File: config.mk
export PLATFORM = sky130hd
export DESIGN_NAME = mul_unit_top
export DESIGN_NICKNAME = d
export VERILOG_FILES = /design/src/logic/mext_isa_pkg.sv /design/src/logic/mext_cfg_pkg.sv /design/src/logic/mul_decode.sv /design/src/logic/mul_block_exec.sv /design/src/logic/mul_result.sv /design/src/logic/mul_unit_top.sv
export SDC_FILE = /design/constraint.sdc
export NUM_CORES = 1
export LEC_CHECK = 0
export CAP_MARGIN = 20
export CORE_MARGIN = 4
export CORE_UTILIZATION = 36
export CTS_CLUSTER_DIAMETER = 60
export DETAILED_ROUTE_END_ITERATION = 16
export DONT_BUFFER_PORTS = 1
export HOLD_SLACK_MARGIN = 0.15
export PLACE_DENSITY = 0.54
export SLEW_MARGIN = 15
export SYNTH_ARGS = -nofsm -noshare
export SYNTH_HDL_FRONTEND = slang
export SYNTH_SLANG_ARGS = --single-unit
File: constraint.sdc
create_clock -name clk -period 9.9 [get_ports clk]
set_input_delay 0.99 -clock clk [delete_from_list [all_inputs] [get_ports clk]]
set_output_delay 0.99 -clock clk [all_outputs]
set_load 0.01 [all_outputs]
File: src/logic/mext_isa_pkg.sv
// m-extension instruction encodings
`default_nettype none

package mext_isa_pkg;

    // register index width, x0..x31
    localparam int unsigned REG_ADDR_W = 5;

    // major opcode of the r-type integer group
    localparam logic [6:0] OPCODE_OP = 7'b0110011;

    // funct7 shared by mul/div/rem
    localparam logic [6:0] FUNCT7_MULDIV = 7'b0000001;

    // funct3 of the multiply forms
    localparam logic [2:0] FUNCT3_MUL    = 3'b000; // low half
    localparam logic [2:0] FUNCT3_MULH   = 3'b001; // high, signed x signed
    localparam logic [2:0] FUNCT3_MULHSU = 3'b010; // high, signed x unsigned
    localparam logic [2:0] FUNCT3_MULHU  = 3'b011; // high, unsigned x unsigned
    // 100..111 are div/rem, not handled here

    // one-hot multiply op, carried from decode into the multiplier
    typedef enum logic [3:0] {
        MUL_OP_MUL    = 4'b0001,
        MUL_OP_MULH   = 4'b0010,
        MUL_OP_MULHSU = 4'b0100,
        MUL_OP_MULHU  = 4'b1000
    } mul_op_t;

endpackage

`default_nettype wire

File: src/logic/mext_cfg_pkg.sv
// multiply unit configuration
`default_nettype none

package mext_cfg_pkg;

    // datapath width, 64 also works (halves of XLEN/2)
    localparam int unsigned XLEN_DEFAULT = 32;

    // block products per multiply, one per calc cycle
    localparam int unsigned MUL_STEPS = 4;

    // block multiplier sequencing
    typedef enum logic [1:0] {
        ST_IDLE   = 2'b00, // waiting for start and a free result slot
        ST_CALC   = 2'b01, // one block product per cycle
        ST_OUTPUT = 2'b10  // sum, sign fix, half select
    } mul_state_t;

endpackage

`default_nettype wire

File: src/logic/mul_decode.sv
// multiply instruction decode and issue
`default_nettype none
`timescale 1ns/1ps

module mul_decode import mext_isa_pkg::*; #(
    parameter int unsigned XLEN = 32
) (
    input  wire logic                  clk,
    input  wire logic                  rst_n,
    input  wire logic                  instr_valid_i,
    input  wire logic [31:0]           instr_i,
    input  wire logic [XLEN-1:0]       rs1_data_i,
    input  wire logic [XLEN-1:0]       rs2_data_i,
    input  wire logic                  mul_valid_i,    // multiplier done, frees the issue slot
    output logic                       instr_ready_o,
    output logic                       illegal_o,
    output logic                       start_o,
    output mul_op_t                    op_o,
    output logic [XLEN-1:0]            multiplicand_o,
    output logic [XLEN-1:0]            multiplier_o,
    output logic [REG_ADDR_W-1:0]      rd_o
);

    logic [6:0] opcode;
    logic [6:0] funct7;
    logic [2:0] funct3;
    logic       is_mul;        // one of the four multiply forms
    mul_op_t    op_dec;
    logic       accept;        // handshake on the instruction port
    logic       issue_full_q;
    logic       illegal_q;

    assign opcode = instr_i[6:0];
    assign funct3 = instr_i[14:12];
    assign funct7 = instr_i[31:25];

    // funct3 -> one-hot op
    always_comb begin
        op_dec = MUL_OP_MUL;
        is_mul = 1'b0;
        if (opcode == OPCODE_OP && funct7 == FUNCT7_MULDIV) begin
            is_mul = 1'b1;
            case (funct3)
                FUNCT3_MUL:    op_dec = MUL_OP_MUL;
                FUNCT3_MULH:   op_dec = MUL_OP_MULH;
                FUNCT3_MULHSU: op_dec = MUL_OP_MULHSU;
                FUNCT3_MULHU:  op_dec = MUL_OP_MULHU;
                default:       is_mul = 1'b0; // div/rem rejected
            endcase
        end
    end

    // also held off during an illegal pulse, so pulses never merge
    assign instr_ready_o = !issue_full_q && !illegal_q;
    assign accept        = instr_valid_i && instr_ready_o;

    // issue slot and reject pulse
    always_ff @(posedge clk) begin
        if (!rst_n) begin
            issue_full_q <= 1'b0;
            illegal_q    <= 1'b0;
        end else begin
            illegal_q <= accept && !is_mul; // one cycle after the reject
            if (accept && is_mul)
                issue_full_q <= 1'b1;
            else if (mul_valid_i)
                issue_full_q <= 1'b0;       // result handed to the result stage
        end
    end

    // issue payload
    always_ff @(posedge clk) begin
        if (accept && is_mul) begin
            op_o           <= op_dec;
            multiplicand_o <= rs1_data_i;
            multiplier_o   <= rs2_data_i;
            rd_o           <= instr_i[7 +: REG_ADDR_W];
        end
    end

    assign start_o   = issue_full_q; // held until mul_valid_i
    assign illegal_o = illegal_q;

endmodule

`default_nettype wire

File: src/logic/mul_block_exec.sv
// block multiplier, four half-width products
`default_nettype none
`timescale 1ns/1ps

module mul_block_exec import mext_isa_pkg::*, mext_cfg_pkg::*; #(
    parameter int unsigned XLEN = 32
) (
    input  wire logic            clk,
    input  wire logic            rst_n,
    input  wire logic            start_i,
    input  wire mul_op_t         op_i,
    input  wire logic [XLEN-1:0] multiplicand_i,
    input  wire logic [XLEN-1:0] multiplier_i,
    input  wire logic            slot_free_i,    // result stage can take one more
    output logic [XLEN-1:0]      result_o,
    output logic                 busy_o,
    output logic                 valid_o         // one-cycle done pulse
);

    localparam int unsigned HALF   = XLEN / 2;
    localparam int unsigned STEP_W = $clog2(MUL_STEPS);
    localparam logic [STEP_W-1:0] LAST_STEP = STEP_W'(MUL_STEPS - 1);

    mul_state_t        state_q;
    mul_state_t        state_d;
    logic [STEP_W-1:0] step_q;       // selects the block pair
    mul_op_t           op_q;
    logic              sign_q;       // product sign for signed forms
    logic [HALF-1:0]   a_lo_q;
    logic [HALF-1:0]   a_hi_q;
    logic [HALF-1:0]   b_lo_q;
    logic [HALF-1:0]   b_hi_q;
    logic [XLEN-1:0]   blk_q [MUL_STEPS];

    logic              cand_signed;
    logic              plier_signed;
    logic              cand_neg;
    logic              plier_neg;
    logic [XLEN-1:0]   cand_abs;
    logic [XLEN-1:0]   plier_abs;
    logic [HALF-1:0]   mul_a;
    logic [HALF-1:0]   mul_b;
    logic [XLEN-1:0]   blk_prod;
    logic [2*XLEN-1:0] prod_mag;
    logic [2*XLEN-1:0] prod_full;
    logic              capture;

    // operand signedness per op
    assign cand_signed  = (op_i != MUL_OP_MULHU);                     // MUL, MULH, MULHSU
    assign plier_signed = (op_i == MUL_OP_MUL) || (op_i == MUL_OP_MULH);
    assign cand_neg     = cand_signed && multiplicand_i[XLEN-1];
    assign plier_neg    = plier_signed && multiplier_i[XLEN-1];

    // magnitudes, min value maps onto itself as unsigned 2^(XLEN-1)
    assign cand_abs  = cand_neg ? -multiplicand_i : multiplicand_i;
    assign plier_abs = plier_neg ? -multiplier_i : multiplier_i;

    // no restart while the done pulse is still out, start is still high then
    assign capture = (state_q == ST_IDLE) && start_i && slot_free_i && !valid_o;

    // shared half-width multiplier
    // step 0: lo*lo, 1: lo*hi, 2: hi*lo, 3: hi*hi
    assign mul_a    = step_q[1] ? a_hi_q : a_lo_q;
    assign mul_b    = step_q[0] ? b_hi_q : b_lo_q;
    assign blk_prod = {{HALF{1'b0}}, mul_a} * {{HALF{1'b0}}, mul_b};

    // shift and sum the blocks
    assign prod_mag = {{XLEN{1'b0}}, blk_q[0]}
                    + {{HALF{1'b0}}, blk_q[1], {HALF{1'b0}}}
                    + {{HALF{1'b0}}, blk_q[2], {HALF{1'b0}}}
                    + {blk_q[3], {XLEN{1'b0}}};

    // MULHU is never negated
    assign prod_full = (sign_q && op_q != MUL_OP_MULHU) ? -prod_mag : prod_mag;

    always_comb begin
        state_d = state_q;
        case (state_q)
            ST_IDLE: begin
                if (capture)
                    state_d = ST_CALC;
            end
            ST_CALC: begin
                if (step_q == LAST_STEP)
                    state_d = ST_OUTPUT; // all four blocks stored
            end
            ST_OUTPUT: state_d = ST_IDLE;
            default:   state_d = ST_IDLE;
        endcase
    end

    // control state
    always_ff @(posedge clk) begin
        if (!rst_n) begin
            state_q <= ST_IDLE;
            step_q  <= '0;
            busy_o  <= 1'b0;
            valid_o <= 1'b0;
        end else begin
            state_q <= state_d;
            valid_o <= (state_q == ST_OUTPUT); // pulse on leaving output
            if (capture) begin
                step_q <= '0;
                busy_o <= 1'b1;
            end else if (state_q == ST_CALC) begin
                step_q <= step_q + 1'b1;
            end else if (state_q == ST_OUTPUT) begin
                busy_o <= 1'b0;
            end
        end
    end

    // datapath
    always_ff @(posedge clk) begin
        if (capture) begin
            op_q   <= op_i;
            sign_q <= cand_neg ^ plier_neg;
            a_lo_q <= cand_abs[HALF-1:0];
            a_hi_q <= cand_abs[XLEN-1:HALF];
            b_lo_q <= plier_abs[HALF-1:0];
            b_hi_q <= plier_abs[XLEN-1:HALF];
        end
        if (state_q == ST_CALC)
            blk_q[step_q] <= blk_prod;
        if (state_q == ST_OUTPUT) begin
            // low half for MUL, high half for the rest
            if (op_q == MUL_OP_MUL)
                result_o <= prod_full[XLEN-1:0];
            else
                result_o <= prod_full[2*XLEN-1:XLEN];
        end
    end

endmodule

`default_nettype wire

File: src/logic/mul_result.sv
// one-entry result register
`default_nettype none
`timescale 1ns/1ps

module mul_result import mext_isa_pkg::*; #(
    parameter int unsigned XLEN = 32
) (
    input  wire logic                  clk,
    input  wire logic                  rst_n,
    input  wire logic                  mul_valid_i,   // done pulse from the multiplier
    input  wire logic [XLEN-1:0]       mul_data_i,
    input  wire logic [REG_ADDR_W-1:0] rd_i,          // from the issue register
    input  wire logic                  result_ready_i,
    output logic                       slot_free_o,
    output logic                       result_valid_o,
    output logic [XLEN-1:0]            result_data_o,
    output logic [REG_ADDR_W-1:0]      result_rd_o
);

    logic full_q;
    logic load;     // writes to x0 are dropped here

    assign load = mul_valid_i && (rd_i != '0);

    // empty, or emptied by the consumer this cycle
    assign slot_free_o = !full_q || result_ready_i;

    always_ff @(posedge clk) begin
        if (!rst_n) begin
            full_q <= 1'b0;
        end else begin
            if (load)
                full_q <= 1'b1;
            else if (result_ready_i)
                full_q <= 1'b0; // taken by the consumer
        end
    end

    // payload stays put until taken
    always_ff @(posedge clk) begin
        if (load) begin
            result_data_o <= mul_data_i;
            result_rd_o   <= rd_i;
        end
    end

    assign result_valid_o = full_q;

endmodule

`default_nettype wire

File: src/logic/mul_unit_top.sv
// risc-v multiply unit top
`default_nettype none
`timescale 1ns/1ps

module mul_unit_top import mext_isa_pkg::*, mext_cfg_pkg::*; #(
    parameter int unsigned XLEN = XLEN_DEFAULT
) (
    input  wire logic                  clk,
    input  wire logic                  rst_n,
    input  wire logic                  instr_valid_i,
    input  wire logic [31:0]           instr_i,
    input  wire logic [XLEN-1:0]       rs1_data_i,
    input  wire logic [XLEN-1:0]       rs2_data_i,
    output logic                       instr_ready_o,
    output logic                       illegal_o,
    input  wire logic                  result_ready_i,
    output logic                       result_valid_o,
    output logic [XLEN-1:0]            result_data_o,
    output logic [REG_ADDR_W-1:0]      result_rd_o
);

    // decode -> execute
    logic                  start;
    mul_op_t               op;
    logic [XLEN-1:0]       multiplicand;
    logic [XLEN-1:0]       multiplier;
    logic [REG_ADDR_W-1:0] rd;        // rides with the operands to the result stage

    // execute -> decode / result
    logic [XLEN-1:0]       mul_result;
    logic                  busy;
    logic                  valid;
    logic                  slot_free; // result -> execute

    mul_decode #(.XLEN(XLEN)) u_decode (
        .clk            (clk),
        .rst_n          (rst_n),
        .instr_valid_i  (instr_valid_i),
        .instr_i        (instr_i),
        .rs1_data_i     (rs1_data_i),
        .rs2_data_i     (rs2_data_i),
        .mul_valid_i    (valid),
        .instr_ready_o  (instr_ready_o),
        .illegal_o      (illegal_o),
        .start_o        (start),
        .op_o           (op),
        .multiplicand_o (multiplicand),
        .multiplier_o   (multiplier),
        .rd_o           (rd)
    );

    mul_block_exec #(.XLEN(XLEN)) u_exec (
        .clk            (clk),
        .rst_n          (rst_n),
        .start_i        (start),
        .op_i           (op),
        .multiplicand_i (multiplicand),
        .multiplier_i   (multiplier),
        .slot_free_i    (slot_free),
        .result_o       (mul_result),
        .busy_o         (busy),
        .valid_o        (valid)
    );

    mul_result #(.XLEN(XLEN)) u_result (
        .clk            (clk),
        .rst_n          (rst_n),
        .mul_valid_i    (valid),
        .mul_data_i     (mul_result),
        .rd_i           (rd),
        .result_ready_i (result_ready_i),
        .slot_free_o    (slot_free),
        .result_valid_o (result_valid_o),
        .result_data_o  (result_data_o),
        .result_rd_o    (result_rd_o)
    );

endmodule

`default_nettype wire

* Yosys cells after proc, flatten, opt, wreduce, memory -nomap -nowiden
Memories as Yosys holds them, arrays and structs flattened.
Index checks and enable logic that the tools add are counted.
** Storage, ports and cells
- Word-level logic and storage cells :: 90
- Output and inout bits :: 40
- Bits in registers :: 219
- RAM bits :: 128
- Input bits :: 100
- Memories kept :: 1
** Cells by class
- Mux-type cells :: 18
- Bitwise operators :: 2
- Reductions and logical operators :: 27
- Multipliers :: 1
- Add/sub/neg operators :: 7
- Equal/unequal tests :: 15
** Memories
- u_exec.blk_q :: words 4, bits a word 32, read ports 4, clocked after Yosys merged registers in 0, wr ports 1, RTL line mul_block_exec.sv:33 : logic [XLEN-1:0] blk_q [MUL_STEPS];
** Operators with widths (count)
- $mux W32 :: 3
- $add A64 B48 Y64 :: 1
- $add A64 B64 Y64 :: 1
- $mux W64 :: 1
- $neg A32 Y32 :: 2
- $neg A64 Y64 :: 1
- $add A32 B48 Y49 :: 1
- $mul A16 B16 Y32 :: 1
- $mux W16 :: 2
- $logic_and A1 B1 Y1 :: 12
- $pmux W4 S3 :: 1
- $eq A4 B1 Y1 const B :: 2
- $mux W1 :: 8
- $ne A4 B4 Y1 const B :: 2
- $eq A7 B1 Y1 const B :: 1
- $eq A7 B6 Y1 const B :: 1
- $eq A3 B2 Y1 const B :: 2
- $logic_not A1 Y1 :: 5
- $reduce_bool A5 Y1 :: 1
- $eq A2 B2 Y1 const B :: 2
- $eq A4 B2 Y1 const B :: 1
- $mux W2 :: 2
- $ne A2 B1 Y1 const B :: 2
- $pmux W2 S2 :: 1
- other kinds (12) :: 14

* Depth between registers and ports, before layout
Gate-level depths: netlist of the first run.
An unclocked memory read counts as a cell.
- Word-level depth :: 7
- Mapped depth :: 30
- Depth with buffers taken out :: 28

* Modules after synthesis
Synthesis of the first run repeated with hierarchy kept, for this count alone.
** Second synthesis, totals
- Cell total of the unflattened synthesis :: 2383
- Area, all modules :: 25986.2 µm²
** Modules (own cells, without submodules)
- mul_block_exec :: seq. area each 6996.7 µm², cells an instance 2247, area each 22467.8 µm², times used 1
- mul_decode :: seq. area each 2232.1 µm², cells an instance 93, area each 2354.8 µm², times used 1
- mul_result :: seq. area each 1131.1 µm², cells an instance 43, area each 1163.6 µm², times used 1

* Worst setup path before layout of the first run
No wires, ideal clock.
- Kind :: input -> register
- From :: in result_ready_i
- To :: reg u_exec.step_q[0]
- Data arrival time :: 8.241 ns
- Stages on the path :: 4
- Buffers on the path :: 0
- Library setup time :: 0.123 ns
- Required time :: 9.777 ns
- Setup slack :: 1.537 ns
- Cells stage by stage :: nor2b_1 nor4_1 nand2b_1 nor2_1
** On the way
- Cells in the longest elaborated chain, start to end :: 4
** RTL lines
- start: declaration :: RTL line mul_unit_top.sv:16 : input wire logic result_ready_i,
- $logic_or A1 B1 Y1 :: RTL line mul_result.sv:26 : assign slot_free_o = !full_q || result_ready_i;
- $logic_and A1 B1 Y1 (2 in series) :: RTL line mul_block_exec.sv:59 : assign capture = (state_q == ST_IDLE) && start_i && slot_free_i && !valid_o;
- via u_exec.capture :: RTL line mul_block_exec.sv:46 : logic capture;
- $reduce_or A2 Y1 (no source line)
- end signal: assignment :: RTL line mul_block_exec.sv:106 : step_q <= step_q + 1'b1;
- end: declaration :: RTL line mul_block_exec.sv:26 : logic [STEP_W-1:0] step_q;
The timed path passes the listed nets, and every way through them passes these cells.
A chain may end at the register's enable or synchronous reset.

==> reports/metrics.cfg, run 1 <==
[global_route]
antenna_found_initial=0
global_route.usage.total_pct=17.7
via_count_of_the_first_global_routing_pass=19500
global_route_wire_length_before_repair_um=110000
grt_overflow=0
grt_start_max_net_pins=72

[floorplan]
dieHeight_um=282
floorplan.die.width_um=282
core_area_mm2=0.0744
placementRows=100
die-area_mm2=0.0795
boundaryPins=140
initial_utilization_pct=36.3

[clock_tree]
htree_num_levels=2
cts.repair_timing.setup_buffer_count=0
cts_hold_buf=0
tritoncts=done
cts_sinks=347
clk_pin_slew_worst_paths_ps=60
clk_path_buf_depth=3
cts_buffers=41
clock_latency_on_the_worst_skew_pair_ps=580
cts-root-buf=sky130_fd_sc_hd__clkbuf_16
post_cts_resized=0

[setup_path]
endpoint_kind=flop
required_ps=10230
critical_path_peak_fanout=10
cp_num_buf_inv=3
crit_path_start_kind=flop
crit_arrival_ps=8850
cp_slowest_cell=sky130_fd_sc_hd__o31ai_1
timing.critical_path.max_delay_family=compound AO/OA/AOI/OAI gates
max_stage_delay_ps=590
critical-path-top-cell-by-count=sky130_fd_sc_hd__o21ai_0
path_class=flop to flop

[synthesis]
post_synth_inst_count=2576
synth_top_area_share_pct=37.7
netlist_area_mm2=0.0270
yosys_warnings=0
most_instantiated_library_cell_after_synthesis=sky130_fd_sc_hd__edfxtp_1
netlist-cell-type-count=81
synthArstFlopShare_pct=0
leading_register_cell_type_out_of_synthesis=sky130_fd_sc_hd__edfxtp_1
netlist_top_cells_count=sky130_fd_sc_hd__edfxtp_1, sky130_fd_sc_hd__inv_1, sky130_fd_sc_hd__nand2_1
seq_area_frac_synth_pct=38.3
synth_area_leaders=sky130_fd_sc_hd__edfxtp_1, sky130_fd_sc_hd__fa_1, sky130_fd_sc_hd__ha_1, sky130_fd_sc_hd__inv_1, sky130_fd_sc_hd__xnor2_1
synth_seq_cells=347
cell_type_contributing_the_most_total_cell_area_after_synthesis=sky130_fd_sc_hd__edfxtp_1
synth_edf_count=339
synth.net_count=3065
synthesis.area_per_instance_um2=10.5

[sta]
final.setup.tns_ps=0
clock.fmax_ghz=0.117
finalSetupViolCount=0
grt_setup_unrepaired=no
timing.final.crit_share_pct=86.0
clock-skew-final_ps=16.4
worst_pin_slew_ps=1250
worst_rel_slew_slack_pct=15.8
timing.final.hold_violations=0
layout_min_cycle_time_ps=8520
slew_viols_final=0
hold-worst-slack_ps=418

[route]
drc_marker_count_from_the_first_detailed_route_iteration=1154
routed_wirelength_um=69500
vias=18700
vias_per_std_cell=5.23
detail-route-antenna-nets=0
drt_drc_violations_left=0
dr.pass1.iters=5
wire_per_inst_um=19.5

[run]
timing.max_cap.violations=0

[power_and_ir_drop]
ir_drop_mv=0.123
report.power.total_mw=3.09
static_power_due_to_leakage_nw=11.7
power-per-cell-area_mw_per_mm2=105

[final_layout]
insertedDiodeCount=0
fin_nets=3057
utilization_pct=39.6
layout-drive-gt1-share_pct=6.12
area_growth_syn_to_layout_pct=9.14

[placement]
port_buffers=0
place_hpwl_um=56600
gpl.final_weighted_congestion=0.909

[min_path]
worst_hold_path_type=flop to flop

[run_status]
outcome=complete, no violations

-- report_power, final --
part	internal [mW]	switching, mW	total [mW]
logic	0.00136	0.00190	0.00327
registers	1.59	0.000270	1.59
clock network	0.868	0.623	1.49
total	2.46	0.625	3.09
-- path summary, 6_finish.rpt --
| path | startpoint | end | slack, ps | cells after the start |
|---|---|---|---|---|
| setup / recovery | u_exec.blk_q[1][0] | u_exec.result_o[28] | 1380 | 29 |
| hold / removal | u_exec.result_o[12] | u_result.result_data_o[12] | 420 | 0 |
| setup reg to reg | u_exec.blk_q[1][0] | u_exec.result_o[28] | 1380 | 29 |
| hold reg to reg | u_exec.result_o[12] | u_result.result_data_o[12] | 420 | 0 |
-- cells by family (layout without fill, tap and decap cells) --
family / count (synthesis) / after routing / share of synthesized area, %
xor gates and xnor gates: 194 / 194 / 6.29
muxes: 60 / 60 / 2.37
AOI/OAI and AO/OA: 421 / 421 / 10.1
buffers and inverters: 402 / 425 / 5.66
and+or+nand+nor: 763 / 763 / 13.4
adders and majority gates: 389 / 389 / 23.9
DFF: 347 / 347 / 38.3
-- layout make-up --
type / instances / area, um^2
Fill cell: 7186 / 45000
Multi-Input combinational cell: 1827 / 15200
Sequential cell: 347 / 10300
Inverter: 326 / 1220
Tap cell: 969 / 1210
Clock buffer: 46 / 1060
Clock inverter: 28 / 282
Timing Repair Buffer: 25 / 188
-- cells in the final DEF (no fill, tap or decap), types with 23 or more instances in the layout --
cell type                   netlist  routed
sky130_fd_sc_hd__a21o_1          23      23
sky130_fd_sc_hd__a21oi_1        125     125
sky130_fd_sc_hd__a31oi_1         23      23
sky130_fd_sc_hd__and2_1          32      32
sky130_fd_sc_hd__buf_4            1      25
sky130_fd_sc_hd__clkbuf_16        0      41
sky130_fd_sc_hd__edfxtp_1       339     339
sky130_fd_sc_hd__fa_1           212     212
sky130_fd_sc_hd__ha_1           177     177
sky130_fd_sc_hd__inv_1          325     324
sky130_fd_sc_hd__mux2_2          31      31
sky130_fd_sc_hd__mux2i_1         29      29
sky130_fd_sc_hd__nand2_1        269     269
sky130_fd_sc_hd__nand3_1         50      50
sky130_fd_sc_hd__nor2_1         208     208
sky130_fd_sc_hd__nor3_1          42      42
sky130_fd_sc_hd__o21ai_0         85      85
sky130_fd_sc_hd__xnor2_1        137     137
sky130_fd_sc_hd__xor2_1          57      57
-- routing by layer --
layer	GRT usage [%]	part of all wire, %	wire length [um]	vias to the layer above
li1	-	-	-	8875
met1	22.4	44	30200	9268
met2	31.5	50	34700	413
met3	1.99	3.1	2190	108
met4	6.04	3.4	2370	0
met5	0	0	0	-
-- registers in the layout (all words and copies together) (netlist names), 32 cells and up --
signal                   flops
u_decode.multiplicand_o     32
u_result.result_data_o      32
u_decode.multiplier_o       32
u_exec.blk_q               128
u_exec.result_o             32
-- through the flow --
stage	cells	worst slack, ps	area [um^2]
after floorplan	2576	1540	27000
after global placement	3493	1400	28100
after detailed placement	3494	1460	28100
after CTS	3568	1410	29500
after global routing	3568	653	29500
final	3568	1380	29500
Power figures use the tool's default switching activity.
==> run 2, diff against run 1 <==
--- a/config.mk
+++ b/config.mk
@@ -13,6 +13,7 @@
 export DONT_BUFFER_PORTS = 1
 export HOLD_SLACK_MARGIN = 0.15
 export PLACE_DENSITY = 0.54
+export RECOVER_POWER = 50
 export SLEW_MARGIN = 15
 export SYNTH_ARGS = -nofsm -noshare
 export SYNTH_HDL_FRONTEND = slang
==> run 2 against run 1 <==
Compared with the run above: the flow now finishes with violations (max-capacitance violations, max-slew violations); wire length stayed put; core utilization about the same; flip-flop and latch count did not move; fmax is 0.21% higher; clock skew hardly changed; design area barely moved; worst hold slack unchanged; first-iteration DRC count is 0.17% higher; clock-buffer cell count stayed put; cell count stayed put; via count hardly changed; critical path type unchanged; largest cell class unchanged; largest power group unchanged.
==> reports/metrics.cfg, run 2 (same netlist as run 1, synthesis figures left out) <==
[route]
drt_drc_violations_left=0  ; unchanged
wire_per_inst_um=19.5  ; unchanged
routed_wirelength_um=69500  ; unchanged
drc_marker_count_from_the_first_detailed_route_iteration=1156  ; +0.17%
vias=18700  ; -0.064%
detail-route-antenna-nets=0  ; unchanged
dr.pass1.iters=5  ; unchanged
vias_per_std_cell=5.23  ; about the same

[setup_path]
r2r_start=u_exec.blk_q[1][0]
setup.reg_to_reg.worst_slack_ps=1400  ; +20 ps
endpoint_kind=flop
number_of_cells_on_the_critical_path=29  ; unchanged
crit_path_end=u_exec.result_o[28]
critical-path-top-cell-by-count=sky130_fd_sc_hd__o21ai_0
required_ps=10230  ; about the same
cp_num_buf_inv=3  ; unchanged
critical_path_peak_fanout=10  ; unchanged
crit_start=u_exec.blk_q[1][0]
max_stage_delay_ps=590  ; about the same
worst_r2r_path_depth=29  ; unchanged
crit_arrival_ps=8830  ; -20 ps
cp_slowest_cell=sky130_fd_sc_hd__o31ai_1
crit_path_start_kind=flop
r2r-end=u_exec.result_o[28]
path_class=flop to flop
timing.critical_path.max_delay_family=compound AO/OA/AOI/OAI gates

[sta]
worst_pin_slew_ps=3610  ; +2360 ps
final.setup.tns_ps=0  ; unchanged
hold-worst-slack_ps=418  ; unchanged
worst_rel_slew_slack_pct=-141  ; -160 points
final.setup.worst_slack_ps=1400  ; +17.5 ps
grt_setup_unrepaired=no
layout_min_cycle_time_ps=8500  ; -17.5 ps
timing.final.crit_share_pct=85.8  ; -0.18 points
finalSetupViolCount=0  ; unchanged
slew_viols_final=277  ; +277
clock.fmax_ghz=0.118  ; +0.21%
timing.final.hold_violations=0  ; unchanged
clock-skew-final_ps=16.4  ; +0.0782 ps

[clock_tree]
tritoncts=done
clock_latency_on_the_worst_skew_pair_ps=580  ; about the same
cts-root-buf=sky130_fd_sc_hd__clkbuf_16
cts.repair_timing.setup_buffer_count=0  ; unchanged
post_cts_resized=0  ; unchanged
cts_buffers=41  ; unchanged
cts_hold_buf=0  ; unchanged
clk_path_buf_depth=3  ; unchanged
htree_num_levels=2  ; unchanged
clk_pin_slew_worst_paths_ps=60  ; about the same
cts_sinks=347  ; unchanged

[power_and_ir_drop]
ir_drop_mv=0.123  ; unchanged
power-per-cell-area_mw_per_mm2=105  ; about the same
report.power.total_mw=3.09  ; about the same
static_power_due_to_leakage_nw=11.7  ; -0.25%

[global_route]
grt_overflow=0  ; unchanged
via_count_of_the_first_global_routing_pass=19500  ; unchanged
antenna_found_initial=0  ; unchanged
grt_start_max_net_pins=72  ; unchanged
global_route.usage.total_pct=17.7  ; unchanged
global_route_wire_length_before_repair_um=110000  ; unchanged

[final_layout]
final_cell_mix=sky130_fd_sc_hd__edfxtp_1, sky130_fd_sc_hd__inv_1, sky130_fd_sc_hd__nand2_1, sky130_fd_sc_hd__fa_1, sky130_fd_sc_hd__nor2_1
layoutNonFillerInstCount=3568  ; unchanged
insertedDiodeCount=0  ; unchanged
layout.area.seq_mm2=0.0103  ; unchanged
mostFrequentLayoutCell=sky130_fd_sc_hd__edfxtp_1
utilization_pct=39.6  ; about the same
largest_reg_flops=128  ; unchanged
fill_cells=7192  ; +0.083%
fin_nets=3057  ; unchanged
largest_register_by_flop_count=u_exec.blk_q
layout-drive-gt1-share_pct=5.85  ; -0.27 points
area_growth_syn_to_layout_pct=9.05  ; about the same
final_area_mm2=0.0295  ; about the same
multi_input_area_mm2=0.0152  ; about the same

[run_status]
outcome=finished, violations left
violations=max-capacitance violations, max-slew violations

[floorplan]
dieHeight_um=282  ; unchanged
floorplan.die.width_um=282  ; unchanged
initial_utilization_pct=36.3  ; unchanged
boundaryPins=140  ; unchanged
die-area_mm2=0.0795  ; unchanged
core_area_mm2=0.0744  ; unchanged
placementRows=100  ; unchanged

[placement]
gpl.final_weighted_congestion=0.909  ; unchanged
port_buffers=0  ; unchanged
post-place-cells=3494  ; unchanged
placed_cell_area_mm2=0.0281  ; unchanged
place_hpwl_um=56600  ; unchanged
worst_setup_slack_post_dpl_ps=1460  ; unchanged

[run]
timing.max_cap.violations=7  ; +7

[min_path]
worst_hold_path_type=flop to flop

[run 2: cell count changes in the layout (fill, tap and decap cells not counted)]
cell,change
sky130_fd_sc_hd__o21a_2,-1
sky130_fd_sc_hd__and2_0,+3
sky130_fd_sc_hd__o21a_1,+1
sky130_fd_sc_hd__and2_1,-3
sky130_fd_sc_hd__buf_4,-6
sky130_fd_sc_hd__clkbuf_1,+6
[run 2: final cells by class]
type | instances | share of cell area [%]
Timing Repair Buffer | 25 | 0.560
Sequential cell | 347 | 35.1
Clock buffer | 46 | 3.61
Inverter | 326 | 4.15
Clock inverter | 28 | 0.955
Multi-Input combinational cell | 1827 | 51.5
Tap cell | 969 | 4.11
[run 2: layer usage]
layer | up-vias | global-route usage [%] | part of all wire (%)
li1 | 8876 | - | -
met5 | - | 0 | 0
met2 | 396 | 31.5 | 50
met1 | 9272 | 22.4 | 44
met4 | 0 | 6.04 | 3.4
met3 | 108 | 1.99 | 3.1
[run 2: worst min path at each step]
stage | cells past startpoint | from | endpoint
after detailed placement | 0 | u_exec.result_o[12] | u_result.result_data_o[12]
after CTS | 0 | u_exec.result_o[13] | u_result.result_data_o[13]
after global routing | 0 | u_exec.result_o[14] | u_result.result_data_o[14]
after floorplan | 0 | u_exec.result_o[0] | u_result.result_data_o[0]
after global placement | 0 | u_exec.result_o[21] | u_result.result_data_o[21]
final | 0 | u_exec.result_o[12] | u_result.result_data_o[12]
[run 2: where the power goes]
part,internal [mW],switching [mW]
sequential,1.59,0.000272
combinational,0.00136,0.00191
clock,0.868,0.623
total,2.46,0.626
==> run 3, diff against run 2 <==
==> constraint.sdc (replaced) <==
create_clock -name clk -period 9.9 [get_ports clk]
set_input_delay 1.98 -clock clk [delete_from_list [all_inputs] [get_ports clk]]
set_output_delay 1.98 -clock clk [all_outputs]
set_load 0.01 [all_outputs]
==> run 3 against run 2 <==
Compared with the run above: the run still ends with max-capacitance violations, max-slew violations left; clock-buffer cell count unchanged; sequential share of layout area about the same; worst setup slack improved by 110 ps; global-route usage decreased by 0.059 points; flip-flop and latch count stayed put; design area barely moved; non-clock buffer count is the same; critical path depth fell by 8; largest power group unchanged.
==> reports/metrics.cfg, run 3 (same netlist as run 1, synthesis figures left out) <==
[run_status]
outcome=finished, violations left
violations=max-capacitance violations, max-slew violations

[run]
timing.max_cap.violations=8  ; +1

[sta]
timing.final.hold_violations=0  ; unchanged
slew_viols_final=281  ; +1.4%
grt_setup_unrepaired=no
clock-skew-final_ps=27.6  ; +11.2 ps
clock.fmax_ghz=0.119  ; +1.3%
worst_rel_slew_slack_pct=-148  ; -6.8 points
timing.final.crit_share_pct=84.7  ; -1.1 points
final.setup.tns_ps=0  ; unchanged
final.setup.worst_slack_ps=1510  ; +111 ps
layout_min_cycle_time_ps=8390  ; -111 ps
worst_pin_slew_ps=3710  ; +102 ps
finalSetupViolCount=0  ; unchanged

[floorplan]
floorplan.die.width_um=282  ; unchanged
dieHeight_um=282  ; unchanged
initial_utilization_pct=36.3  ; unchanged
placementRows=100  ; unchanged
core_area_mm2=0.0744  ; unchanged
die-area_mm2=0.0795  ; unchanged
boundaryPins=140  ; unchanged

[final_layout]
utilization_pct=39.6  ; about the same
final_cell_mix=sky130_fd_sc_hd__edfxtp_1, sky130_fd_sc_hd__inv_1, sky130_fd_sc_hd__nand2_1, sky130_fd_sc_hd__fa_1, sky130_fd_sc_hd__nor2_1
mostFrequentLayoutCell=sky130_fd_sc_hd__edfxtp_1
fill_cells=7123  ; -0.96%
area_growth_syn_to_layout_pct=9.01  ; about the same
largest_reg_flops=128  ; unchanged
largest_register_by_flop_count=u_exec.blk_q
layout-drive-gt1-share_pct=5.54  ; -0.31 points
insertedDiodeCount=0  ; unchanged
fin_nets=3056  ; -0.033%

[min_path]
worstHoldEndpoint=u_result.result_data_o[18]
min_delay_path_depth=0  ; unchanged
worst_hold_path_type=flop to flop
min_from=u_exec.result_o[18]

[route]
drc_marker_count_from_the_first_detailed_route_iteration=1275  ; +10%
routed_wirelength_um=70100  ; +0.81%
dr.pass1.iters=5  ; unchanged
detail-route-antenna-nets=0  ; unchanged
vias_per_std_cell=5.20  ; -0.60%
vias=18500  ; -0.60%
wire_per_inst_um=19.6  ; +0.81%
drt_drc_violations_left=0  ; unchanged

[global_route]
global_route_wire_length_before_repair_um=109000  ; -0.60%
grt_start_max_net_pins=72  ; unchanged
global_route.usage.total_pct=17.6  ; -0.059 points
grt_overflow=0  ; unchanged
via_count_of_the_first_global_routing_pass=19000  ; -2.3%
antenna_found_initial=0  ; unchanged

[placement]
port_buffers=0  ; unchanged
place_hpwl_um=56600  ; about the same
worst_setup_slack_post_dpl_ps=1490  ; +28.6 ps
gpl.final_weighted_congestion=0.968  ; +6.5%

[clock_tree]
cts_buffers=40  ; -2.4%
tritoncts=done
clk_path_buf_depth=3  ; unchanged
clk_pin_slew_worst_paths_ps=60  ; about the same
cts_sinks=347  ; unchanged
clock_latency_on_the_worst_skew_pair_ps=590  ; about the same
cts-root-buf=sky130_fd_sc_hd__clkbuf_16
cts.repair_timing.setup_buffer_count=0  ; unchanged
post_cts_resized=0  ; unchanged
htree_num_levels=2  ; unchanged
cts_hold_buf=0  ; unchanged

[power_and_ir_drop]
report.power.total_mw=3.11  ; +0.69%
ir_drop_mv=0.125  ; +1.9%
static_power_due_to_leakage_nw=11.7  ; -0.12%
power-per-cell-area_mw_per_mm2=106  ; +0.73%

[setup_path]
max_stage_delay_ps=790  ; +200 ps
path_class=flop to flop
required_ps=10200  ; -30 ps
worst_r2r_path_depth=21  ; -28%
critical-path-top-cell-by-count=sky130_fd_sc_hd__fa_1
setup.reg_to_reg.worst_slack_ps=1510  ; +110 ps
cp_cell_sequence=buf_4 -> mux2i_1 -> nor2_1 -> fa_1 -> fa_1 -> fa_1 -> inv_1 -> fa_1 -> inv_1 -> fa_1 -> fa_1 -> ha_1 -> nor2b_1 -> nor4_1 -> o31ai_1 -> a31oi_1 -> o221ai_1 -> o41ai_1 -> o2111ai_1 -> a21oi_1 -> xnor2_1
cp_slowest_cell=sky130_fd_sc_hd__mux2i_1
crit_arrival_ps=8690  ; -140 ps
r2r_start=u_exec.step_q[1]
critical_path_peak_fanout=28  ; +18
crit_path_start_kind=flop
r2r-end=u_exec.blk_q[0][31]
endpoint_kind=flop

[run 3: worst max path at each step]
| stage | startpoint | end | slack, ps | cells after the start |
|---|---|---|---|---|
| after floorplan | result_ready_i | u_exec.step_q[0] | 550 | 4 |
| after global placement | u_exec.step_q[1] | u_exec.blk_q[3][31] | 1690 | 21 |
| after detailed placement | u_exec.step_q[1] | u_exec.blk_q[3][31] | 1490 | 21 |
| after CTS | u_exec.step_q[1] | u_exec.blk_q[0][31] | 1480 | 21 |
| after global routing | u_exec.blk_q[1][0] | u_exec.result_o[29] | 1060 | 29 |
| final | u_exec.step_q[1] | u_exec.blk_q[0][31] | 1510 | 21 |
[run 3: area by class of cell]
| cell class | count | area, um^2 | area share, % |
|---|---|---|---|
| tap | 969 | 1210 | 4.12 |
| inverter | 326 | 1220 | 4.15 |
| clock buffer | 46 | 1040 | 3.55 |
| timing repair buffer | 25 | 161 | 0.548 |
| sequential | 347 | 10300 | 35.1 |
| multi-input combinational | 1827 | 15200 | 51.5 |
| clock inverter | 28 | 308 | 1.04 |
[run 3: routing by layer]
metal / routed length [um] / vias up / global-route usage [%]
met3: 2880 / 115 / 2.43
li1: - / 8892 / -
met4: 2670 / 0 / 6.70
met5: 0 / - / 0
met2: 34000 / 465 / 30.4
met1: 30500 / 9069 / 22.6
[run 3: power by group]
part / total (mW) / switching [mW] / internal, mW
clock: 1.51 / 0.615 / 0.898
sequential: 1.59 / 0.000268 / 1.59
combinational: 0.00337 / 0.00201 / 0.00136
[run 3: critical path, delay by kind of cell (launching register included)]
family / cells / cell delay, ps
adders and majority gates: 7 / 3500
AOI/OAI and AO/OA: 6 / 1660
muxes: 1 / 790
and+or+nand+nor: 3 / 660
DFF: 1 / 610
buffers and inverters: 3 / 570
xor gates and xnor gates: 1 / 290
[run 3: metrics by stage]
stage | cell area [um^2] | cells | hold WS (ps)
4_1_cts | 29500 | 3567 | 418
5_1_grt | 29500 | 3568 | 422
3_3_place_gp | 28100 | 3492 | 406
3_5_place_dp | 28100 | 3493 | 405
6_report | 29500 | 3568 | 415
2_1_floorplan | 27000 | 2576 | 400
